### config.mk
export PLATFORM = sky130hd
export DESIGN_NAME = pipeline_shell
export DESIGN_NICKNAME = d
export VERILOG_FILES = /design/src/hw/retire_pkg.sv /design/src/hw/pipeline_shell.sv /design/src/hw/step_controller.sv /design/src/hw/pipe_hold_stage.sv /design/src/hw/rec_fetch_stage.sv
export VERILOG_INCLUDE_DIRS = /design/src /design/src/include
export SDC_FILE = /design/constraint.sdc
export NUM_CORES = 1
export LEC_CHECK = 0
export BUFFER_PORTS_ARGS = -buffer_cell sky130_fd_sc_hd__buf_2
export CAP_MARGIN = 20
export CORE_MARGIN = 2
export CORE_UTILIZATION = 40
export DETAILED_ROUTE_END_ITERATION = 10
export MAX_ROUTING_LAYER = met4
export SLEW_MARGIN = 20
export SYNTH_ARGS = -nofsm -noshare
export SYNTH_HDL_FRONTEND = slang
export SYNTH_HIERARCHICAL = 1
export SYNTH_SLANG_ARGS = --single-unit
### constraint.sdc
create_clock -name clk -period 31.4 [get_ports clk]
set_input_delay 3.14 -clock clk [delete_from_list [all_inputs] [get_ports clk]]
set_output_delay 3.14 -clock clk [all_outputs]
set_load 0.05 [all_outputs]
### src/include/shell_defs.svh
`ifndef SHELL_DEFS_SVH
`define SHELL_DEFS_SVH

////////////////////
// Data path widths
////////////////////

// Instruction and pc word width
`define SHELL_XLEN 32

// Retirement order counter width
`define SHELL_ORDER_W 16

// Word address width of the record memory
`define SHELL_ADR_W 10

////////////////////
// Controller depths
////////////////////

// Memory operations that may be outstanding at once
`define SHELL_LSU_DEPTH 2

// Retire strobes that may wait for a step
`define SHELL_PEND_DEPTH 3

`endif
### src/hw/retire_pkg.sv
`include "shell_defs.svh"

package retire_pkg;

    // Major opcodes of loads and stores
    localparam logic [6:0] OPC_LOAD  = 7'b0000011;
    localparam logic [6:0] OPC_STORE = 7'b0100011;

    // R-type field view of an instruction word
    typedef struct packed {
        logic [6:0] funct7;
        logic [4:0] rs2;
        logic [4:0] rs1;
        logic [2:0] funct3;
        logic [4:0] rd;
        logic [6:0] opcode;
    } insn_r_t;

    // Same word, seen raw or split into fields
    typedef union packed {
        logic [`SHELL_XLEN-1:0] raw;
        insn_r_t                r;
    } insn_u;

    // One retirement record, 80 bits
    typedef struct packed {
        logic [`SHELL_ORDER_W-1:0] order;
        logic [`SHELL_XLEN-1:0]    pc;
        insn_u                     insn;
    } retire_rec_t;

    // Stage register contents
    typedef struct packed {
        retire_rec_t rec;
        logic        valid;
    } pipe_stage_t;

    // Wishbone classic, master to slave (read only)
    typedef struct packed {
        logic                   cyc;
        logic                   stb;
        logic                   we;
        logic [`SHELL_ADR_W-1:0] adr;
    } wb_m2s_t;

    // Wishbone classic, slave to master
    typedef struct packed {
        logic                   ack;
        logic [`SHELL_XLEN-1:0] dat;
    } wb_s2m_t;

endpackage

### src/hw/pipeline_shell.sv
`timescale 1ns/1ps

module pipeline_shell (
    input  logic                    clk,
    input  logic                    rst_n,
    input  logic                    retire_i,
    input  logic                    lsu_resp_i,
    output retire_pkg::wb_m2s_t     wb_o,
    input  retire_pkg::wb_s2m_t     wb_i,
    output logic                    retire_valid_o,
    output retire_pkg::retire_rec_t retire_rec_o,
    output logic                    irq_allowed_o
);
    import retire_pkg::*;

    pipe_stage_t if_pipe;
    pipe_stage_t id_pipe;
    pipe_stage_t ex_pipe;
    logic        step;
    logic        fetch_ready;

    ////////////////////
    // Stages
    ////////////////////

    rec_fetch_stage u_fetch (
        .clk           (clk        ),
        .rst_n         (rst_n      ),
        .step_i        (step       ),
        .wb_o          (wb_o       ),
        .wb_i          (wb_i       ),
        .fetch_ready_o (fetch_ready),
        .pipe_o        (if_pipe    )
    );

    // Decode keeps valid, execute turns it into a retire pulse
    pipe_hold_stage #(.PULSE_VALID(1'b0)) u_id (
        .clk    (clk    ),
        .rst_n  (rst_n  ),
        .step_i (step   ),
        .pipe_i (if_pipe),
        .pipe_o (id_pipe)
    );

    pipe_hold_stage #(.PULSE_VALID(1'b1)) u_ex (
        .clk    (clk    ),
        .rst_n  (rst_n  ),
        .step_i (step   ),
        .pipe_i (id_pipe),
        .pipe_o (ex_pipe)
    );

    step_controller u_ctrl (
        .clk           (clk          ),
        .rst_n         (rst_n        ),
        .retire_i      (retire_i     ),
        .lsu_resp_i    (lsu_resp_i   ),
        .fetch_ready_i (fetch_ready  ),
        .id_pipe_i     (id_pipe      ),
        .step_o        (step         ),
        .irq_allowed_o (irq_allowed_o)
    );

    // Writeback is just the execute register
    assign retire_valid_o = ex_pipe.valid;
    assign retire_rec_o   = ex_pipe.rec;

endmodule

### src/hw/step_controller.sv
`timescale 1ns/1ps
`include "shell_defs.svh"

module step_controller (
    input  logic                    clk,
    input  logic                    rst_n,
    input  logic                    retire_i,
    input  logic                    lsu_resp_i,
    input  logic                    fetch_ready_i,
    input  retire_pkg::pipe_stage_t id_pipe_i,
    output logic                    step_o,
    output logic                    irq_allowed_o
);
    import retire_pkg::*;

    localparam int PEND_W = $clog2(`SHELL_PEND_DEPTH + 1);
    localparam int LSU_W  = $clog2(`SHELL_LSU_DEPTH + 1);

    localparam logic [PEND_W-1:0] PEND_MAX = PEND_W'(`SHELL_PEND_DEPTH);
    localparam logic [LSU_W-1:0]  LSU_MAX  = LSU_W'(`SHELL_LSU_DEPTH);

    logic [1:0]        fill_cnt_q;
    logic              filling;
    logic              served;
    logic [PEND_W-1:0] pend_q;
    logic [PEND_W-1:0] pend_d;
    logic              mem_in_ex;
    logic              lsu_up;
    logic [LSU_W-1:0]  lsu_cnt_q;
    logic [LSU_W-1:0]  lsu_cnt_d;

    ////////////////////
    // Step generation
    ////////////////////

    // Two fill steps line the stages up with the core
    assign filling = (fill_cnt_q != 2'd2);

    assign step_o = fetch_ready_i && (filling || (pend_q != '0) || retire_i);
    assign served = step_o && !filling;

    always_ff @(posedge clk or negedge rst_n) begin
        if (!rst_n) begin
            fill_cnt_q <= 2'd0;
        end else if (step_o && filling) begin
            fill_cnt_q <= fill_cnt_q + 2'd1;
        end
    end

    // Retire strobes still waiting for a step
    always_comb begin
        pend_d = pend_q;
        if (retire_i && !served && pend_q != PEND_MAX) begin
            pend_d = pend_q + 1'b1;
        end else if (!retire_i && served) begin
            pend_d = pend_q - 1'b1;
        end
    end

    always_ff @(posedge clk or negedge rst_n) begin
        if (!rst_n) begin
            pend_q <= '0;
        end else begin
            pend_q <= pend_d;
        end
    end

    ////////////////////
    // Outstanding LSU
    ////////////////////

    // Load or store about to move into execute
    assign mem_in_ex = id_pipe_i.valid &&
                       ((id_pipe_i.rec.insn.r.opcode == OPC_LOAD) ||
                        (id_pipe_i.rec.insn.r.opcode == OPC_STORE));
    assign lsu_up    = step_o && mem_in_ex;

    always_comb begin
        case ({lsu_up, lsu_resp_i})
            2'b10:   lsu_cnt_d = lsu_cnt_q + 1'b1;
            2'b01:   lsu_cnt_d = lsu_cnt_q - 1'b1;
            default: lsu_cnt_d = lsu_cnt_q;
        endcase
    end

    always_ff @(posedge clk or negedge rst_n) begin
        if (!rst_n) begin
            lsu_cnt_q <= '0;
        end else begin
            lsu_cnt_q <= lsu_cnt_d;
        end
    end

    // No debug, fence or sleep terms here, LSU only
    assign irq_allowed_o = (lsu_cnt_q == '0);

    ////////////////////
    // Checks
    ////////////////////

    a_lsu_depth: assert property (@(posedge clk) disable iff (!rst_n)
        (lsu_up && !lsu_resp_i) |-> (lsu_cnt_q < LSU_MAX))
        else $error("outstanding LSU count above depth");

    a_lsu_resp: assert property (@(posedge clk) disable iff (!rst_n)
        lsu_resp_i |-> (lsu_cnt_q != '0))
        else $error("LSU response with nothing outstanding");

    a_pend_ovf: assert property (@(posedge clk) disable iff (!rst_n)
        (retire_i && !served) |-> (pend_q < PEND_MAX))
        else $error("pending retire count overflow");

endmodule

### src/hw/pipe_hold_stage.sv
`timescale 1ns/1ps

module pipe_hold_stage #(
    parameter bit PULSE_VALID = 1'b0
) (
    input  logic                    clk,
    input  logic                    rst_n,
    input  logic                    step_i,
    input  retire_pkg::pipe_stage_t pipe_i,
    output retire_pkg::pipe_stage_t pipe_o
);
    import retire_pkg::*;

    retire_rec_t rec_q;
    logic        valid_q;

    ////////////////////
    // Valid flag
    ////////////////////

    // Pulse mode keeps valid for the step cycle only
    always_ff @(posedge clk or negedge rst_n) begin
        if (!rst_n) begin
            valid_q <= 1'b0;
        end else if (step_i) begin
            valid_q <= pipe_i.valid;
        end else if (PULSE_VALID) begin
            valid_q <= 1'b0;
        end
    end

    ////////////////////
    // Record payload
    ////////////////////

    // Record stays between steps in both modes
    always_ff @(posedge clk) begin
        if (step_i) begin
            rec_q <= pipe_i.rec;
        end
    end

    assign pipe_o.rec   = rec_q;
    assign pipe_o.valid = valid_q;

endmodule

### src/hw/rec_fetch_stage.sv
`timescale 1ns/1ps
`include "shell_defs.svh"

module rec_fetch_stage (
    input  logic                    clk,
    input  logic                    rst_n,
    input  logic                    step_i,
    output retire_pkg::wb_m2s_t     wb_o,
    input  retire_pkg::wb_s2m_t     wb_i,
    output logic                    fetch_ready_o,
    output retire_pkg::pipe_stage_t pipe_o
);
    import retire_pkg::*;

    typedef enum logic [2:0] {
        S_IDLE,
        S_RD_INSN,
        S_GAP,
        S_RD_PC,
        S_FULL
    } fetch_state_e;

    fetch_state_e              state_q;
    fetch_state_e              state_d;
    logic [`SHELL_ADR_W-1:0]   adr_q;
    logic [`SHELL_ORDER_W-1:0] order_q;
    insn_u                     insn_buf;
    logic [`SHELL_XLEN-1:0]    pc_buf;
    retire_rec_t               rec_q;
    logic                      valid_q;
    logic                      bus_active;
    logic                      bus_done;

    ////////////////////
    // Read sequencer
    ////////////////////

    // Insn read, idle gap, pc read, then wait for a step
    always_comb begin
        state_d = state_q;
        case (state_q)
            S_IDLE:    state_d = S_RD_INSN;
            S_RD_INSN: if (wb_i.ack) state_d = S_GAP;
            S_GAP:     state_d = S_RD_PC;
            S_RD_PC:   if (wb_i.ack) state_d = S_FULL;
            S_FULL:    if (step_i) state_d = S_RD_INSN;
            default:   state_d = S_IDLE;
        endcase
    end

    always_ff @(posedge clk or negedge rst_n) begin
        if (!rst_n) begin
            state_q <= S_IDLE;
            adr_q   <= '0;
        end else begin
            state_q <= state_d;
            // Word address walks through insn/pc pairs
            if (bus_done) begin
                adr_q <= adr_q + 1'b1;
            end
        end
    end

    assign bus_active    = (state_q == S_RD_INSN) || (state_q == S_RD_PC);
    assign bus_done      = bus_active && wb_i.ack;
    assign fetch_ready_o = (state_q == S_FULL);

    // Bus lines follow the state and stay put until ack
    assign wb_o.cyc = bus_active;
    assign wb_o.stb = bus_active;
    assign wb_o.we  = 1'b0;
    assign wb_o.adr = adr_q;

    // Prefetch buffer
    always_ff @(posedge clk) begin
        if (bus_done && state_q == S_RD_INSN) begin
            insn_buf.raw <= wb_i.dat;
        end
        if (bus_done && state_q == S_RD_PC) begin
            pc_buf <= wb_i.dat;
        end
    end

    ////////////////////
    // Fetch register
    ////////////////////

    always_ff @(posedge clk or negedge rst_n) begin
        if (!rst_n) begin
            order_q <= '0;
            valid_q <= 1'b0;
        end else if (step_i) begin
            order_q <= order_q + 1'b1;
            valid_q <= 1'b1;
        end
    end

    always_ff @(posedge clk) begin
        if (step_i) begin
            rec_q.order <= order_q;
            rec_q.pc    <= pc_buf;
            rec_q.insn  <= insn_buf;
        end
    end

    assign pipe_o.rec   = rec_q;
    assign pipe_o.valid = valid_q;

    // Strobe stays up until the slave acks
    a_stb_held: assert property (@(posedge clk) disable iff (!rst_n)
        (wb_o.stb && !wb_i.ack) |=> wb_o.stb)
        else $error("stb dropped before ack");

endmodule

After elaboration in Yosys (flattened, before gate mapping) --
Cells that the tools add are included.
Storage, ports and cells: flip-flop bits (word level) 342, output and inout port bits 95, bits of input ports 37, bits in read-only memories 0, latch bits 0, memory bits (writable) 0, logic and storage cells 72, memories kept 0
Operators by class: shift-type cells 0, bitwise logic cells 0, reductions and logical operators 24, divide/modulo/power cells 0, multiply operators 0, $add $sub $neg 7, multiplexer cells 8, magnitude comparators 0, equal/unequal tests 13
Operators with widths (count):
- $add 16x1->16 const B | 1
- $pmux 3 s5 | 1
- $logic_and 1x1->1 | 11
- $add 10x1->10 const B | 1
- $ne 2x2->1 const B | 5
- $mux 3 | 3
- $eq 7x2->1 const B | 1
- $eq 7x6->1 const B | 1
- $add 2x1->2 const B | 3
- $eq 3x2->1 const B | 2
- $reduce_bool 2->1 | 3
- $logic_or 1x1->1 | 4
- $mux 2 | 2
- $pmux 2 s2 | 1
- $sub 2x1->2 const B | 2
- $eq 3x1->1 const B | 1
- $eq 3x3->1 const B | 1
- $logic_not 1->1 | 3
- $logic_not 3->1 | 1
- $reduce_and 3->1 | 1
- $eq 2x1->1 const B | 1
- $eq 2x2->1 const B | 1
- $logic_not 2->1 | 1
- $mux 1 | 1

Logic depth before layout (Yosys ltp) --
depth after elaboration 9, gate-level depth with buffers 8, mapped depth without buffers 8

Modules after synthesis --
The synthesis kept the hierarchy.
Modules (own cells, without submodules):
- rec_fetch_stage | seq. area each 5074.9 um^2, area each 5715.5 um^2, cells each 267, times used 1
- pipe_hold_stage (u_id) | seq. area each 2427.3 um^2, area each 2449.8 um^2, cells each 83, times used 1
- pipe_hold_stage (u_ex) | seq. area each 2427.3 um^2, area each 2441.1 um^2, cells each 83, times used 1
- step_controller | seq. area each 150.1 um^2, area each 330.3 um^2, cells each 35, times used 1

Worst setup path after synthesis --
No wires, ideal clock.
path type in2reg, start input retire_i, end register u_ctrl.lsu_cnt_q[1], data arrival time 16.996 ns, data required time 31.321 ns, library setup time 0.079 ns, stages 6, slack 14.325 ns, buffers on the path 0, cell sequence nor2_1 -> a31oi_1 -> nand4_1 -> ha_1 -> nor2_1 -> xor2_1
Between the ends: cells in the longest elaborated chain, start to end 5, elaborated cells between the ends (all ways) 7, those cells by class eq/ne (2); mux (1); reduce/logical (4)
Ends and longest elaborated chain:
- start: declaration | RTL line pipeline_shell.sv:6 | input logic retire_i,
- $logic_or 1x1->1 (*) | RTL line step_controller.sv:39 | assign step_o = fetch_ready_i && (filling || (pend_q != '0) || retire_i);
- $logic_and 1x1->1 (*) | RTL line step_controller.sv:39
- via step | RTL line pipeline_shell.sv:19 | logic step;
- $logic_and 1x1->1 (*) | RTL line step_controller.sv:76 | assign lsu_up = step_o && mem_in_ex;
- $eq 2x1->1 or $eq 2x2->1 (tied branches) | RTL line step_controller.sv:79 | case ({lsu_up, lsu_resp_i})
- $pmux 2 s2 or $reduce_bool 2->1 (tied branches)
- end signal: assignment | RTL line step_controller.sv:90 | lsu_cnt_q <= lsu_cnt_d;
- end: declaration | RTL line step_controller.sv:29 | logic [LSU_W-1:0] lsu_cnt_q;
The timed path passes the listed nets; every way through them passes the cells marked *. A chain may end at the register's enable or synchronous reset.

Final worst setup path --
Same ends and word-level chain as after synthesis.

==> impl_metrics.csv <==
group,metric,value,unit
placed_design,dpl_worst_slack,25.30,ns
setup_path,cpMostUsedCell,"nor2_1",
setup_path,ff2ff_path_depth,10,
setup_path,end_kind,"register",
clock_network,cts_buffer_depth,3,
pwr,p_leak,0.00468,µW
floorplanning,fp.coreArea,26900,µm²
timing,setup_viol,0,
synthesis,synth_seq_area_share,92.2,%
synthesis,syn_nets,509,
setup_path,cp.buffers_inverters,3,
drt,ant_nets,0,
clock_network,post_cts_buffers,0,
grt,overflow,0,
setup_path,r2r_start,"u_fetch/state_q[0]",
finish,fillers,2186,
synthesis,synth.largest_area_cell,"edfxtp_1",
clock_network,path_clk_slew,0.06,ns
timing,fin_hold_ws,0.407,ns
timing,finClkSkew,0.0175,ns
pwr,ir_worst_vdd,0.0734,mV
drt,route.detailed.drc,0,
clock_network,clock-sinks,342,
min_path,hold_end,"u_id/pipe_o[75]",
floorplanning,dieArea,28700,µm²
placed_design,io_buffers,130,
setup_path,rrSetupSlack,27.43,ns
timing,min_period,5.62,ns
setup_path,crit_path_start_kind,"input pin",
clock_network,cts_made_buffers,35,
synthesis,synth_seq_cells,342,
finish,drive_gt1_share,28.8,%
timing,rsz0062_at_grt,"no",
pwr,p_total,1110,µW
timing,hold_viol_final,0,
synthesis,syn_area,10900,µm²
timing,slew_viol_final,0,
min_path,hold_depth,0,
synthesis,syn_area_per_cell,23.4,µm²
finish,nets,672,
floorplanning,placementRows,60,
drt,wl,15900,µm
min_path,hold_path_class,"register to register",
floorplanning,fp.dieH,169,µm
setup_path,worstPathRequired,31.81,ns
finish,area_growth,20.0,%
timing,min_period_over_period,17.9,%
timing,fmax,0.178,GHz
drt,vias_per_cell,4.56,
clock_network,cts_root_buf,"clkbuf_16",
drt,first_pass_iters,4,
grt,antenna_found_initial,1,
grt,grt_max_degree,177,
timing,fin_ws,25.78,ns
setup_path,worstSetupPathType,"input pin to register",
floorplanning,die_w,169,µm
status,outcome,"complete, no violations",
synthesis,syn-instance-count,468,
setup_path,critPathSlowestCell,"buf_4",
setup_path,worstReg2RegEnd,"u_ctrl/lsu_cnt_q[1]",
drt,drtIter0Drc,398,
synthesis,synthDominantCellAreaShare,83.5,%
clock_network,cts.hold.buffers_added,0,
clock_network,ctsHtreeMaxLevel,2,
floorplanning,io_pins,132,
clock_network,clk_latency,0.50,ns
pwr,powerDensity,84.9,nW/µm²
drt,num_vias,4539,
drt,wl_per_cell,16.0,µm
setup_path,cp_slowest_stage_delay,0.76,ns
placed_design,place.gp.congestion,0.774,
setup_path,crit_fanout,176,
clock_network,cts_tree,"yes",
placed_design,place_hpwl,9530,µm
setup_path,cp.arrival,6.03,ns
grt,gr-usage-all-layers,11.2,%
timing,slew_headroom,34.5,%
floorplanning,initial_core_util,40.7,%
synthesis,yosysWarnings,6,
setup_path,path_cells,"buf_2 > nor2_1 > a31oi_4 > buf_4 > buf_12 > nand4_1 > ha_1 > xnor2_1 > nor2_1 > xor2_1",
synthesis,synth_area_leaders,"edfxtp_1 83%, dfrtp_1 8.7%, xor2_1 1.4%, xnor2_1 0.96%, nand2_1 0.55%",
synthesis,synth.distinct_cells,36,
run,cap_violations,0,
min_path,hp-start,"u_fetch/pipe_o[75]",
setup_path,crit_family,"buffers and inverters",
grt,grt_first_pass_wirelength,24400,µm
clock_network,cts-resized-gates,0,
grt,first_global_vias,4580,
timing,worst_pin_slew,0.982,ns
timing,setup_tns,0,ns
[state kept, by name, summed over array words and instances, names as in the netlist]
| register | count |
|---|---|
| u_ex/valid_q | 1 |
| u_fetch/valid_q | 1 |
| u_fetch/state_q | 3 |
| u_id/pipe_o | 80 |
| u_fetch/pc_buf | 32 |
| u_fetch/pipe_o | 80 |
| u_id/valid_q | 1 |
| u_fetch/adr_q | 10 |
| u_ctrl/pend_q | 2 |
| u_ex/pipe_o | 80 |
| u_ctrl/lsu_cnt_q | 2 |
| u_ctrl/fill_cnt_q | 2 |
| u_fetch/insn_buf | 32 |
| u_fetch/order_q | 16 |
[kinds of logic after synthesis]
logic type | count (synthesis) | synth area share [%]
DFF | 342 | 92.2
xor gates and xnor gates | 29 | 2.32
adders and majority gates | 4 | 0.458
AOI/OAI and AO/OA | 9 | 0.549
buffers and inverters | 15 | 0.824
other | 1 | 0.0343
muxes | 2 | 0.240
and+or+nand+nor | 66 | 3.41
[through the flow]
| stage | utilization [%] | std cells | instance area (µm²) |
|---|---|---|---|
| after floorplan | - | 468 | 10900 |
| after global placement | 44.7 | 933 | 12000 |
| after detailed placement | 44.8 | 935 | 12000 |
| after CTS | 48.8 | 994 | 13100 |
| after global routing | 48.8 | 995 | 13100 |
| final | 48.8 | 995 | 13100 |
[worst register-to-register path: cells and delay by family (launching register included)]
kind / cells / cell delay, ns
buffers and inverters: 3 / 1.69
and+or+nand+nor: 3 / 1.03
DFF: 1 / 0.44
xor gates and xnor gates: 2 / 0.30
adders and majority gates: 1 / 0.26
AOI/OAI and AO/OA: 1 / 0.17
[final cells by class]
type,instances,area (µm²),area share (%)
tap,341,427,3.25
sequential,342,10100,76.8
clock buffer,46,948,7.23
antenna,1,2.50,0.0191
clock inverter,13,126,0.963
timing repair buffer,134,718,5.47
multi-input combinational,111,797,6.07
inverter,7,26.3,0.200
[report_power, final]
group          total, µW  internal, µW  switching [µW]  leakage (µW)
Combinational        133          29.0             104      0.000941
Clock                384           229             156      0.000521
Sequential           598           572            25.2       0.00322
[synthesized netlist by cell type]
master,number
a31oi_1,1
nand4_4,2
o21ai_0,1
mux2_2,1
conb_1,1
nand3_1,3
and3_1,1
buf_4,7
dfrtp_1,38
a21boi_0,1
and3b_1,1
a21oi_1,2
a21bo_1,1
nand2b_1,1
and2_1,1
nand3b_1,2
nor3b_1,1
nand2_1,16
nor4_1,6
ha_1,4
and4b_1,1
buf_6,1
nor2b_1,1
or2_2,1
inv_1,7
nor3_1,8
a21boi_1,1
mux2_4,1
o22ai_1,1
nand4_1,7
a21o_1,1
edfxtp_1,304
nor2_1,13
nor4_2,1
xor2_1,17
xnor2_1,12
[cells in the final DEF (no fill, tap or decap), types with 4 or more instances in the layout]
cell type	n
clkbuf_1	9
xor2_1	17
edfxtp_1	304
nand4_1	7
buf_2	130
nor4_1	6
dfrtp_1	38
xnor2_1	12
nand2_1	16
nor2_1	11
nor3_1	8
clkinv_1	5
inv_1	7
ha_1	4
clkbuf_16	36
[worst max path at each step]
stage	from	endpoint	slack [ns]	cells after the start
global route	retire_i	u_ctrl/lsu_cnt_q[1]	25.56	10
global placement	retire_i	u_ctrl/lsu_cnt_q[1]	25.46	10
detailed placement	retire_i	u_ctrl/lsu_cnt_q[1]	25.30	10
finish	retire_i	u_ctrl/lsu_cnt_q[1]	25.78	10
floorplan	retire_i	u_ctrl/lsu_cnt_q[1]	14.32	6
CTS	retire_i	u_ctrl/lsu_cnt_q[1]	25.81	10
[layer usage]
layer	GRT usage [%]	vias up	part of all wire (%)
met4	3.75	0	2.1
met2	17.0	129	47
met1	14.8	2249	45
met3	3.26	35	6.8
met5	-	-	0
li1	-	2126	-
(Power assumes the default switching activity.)
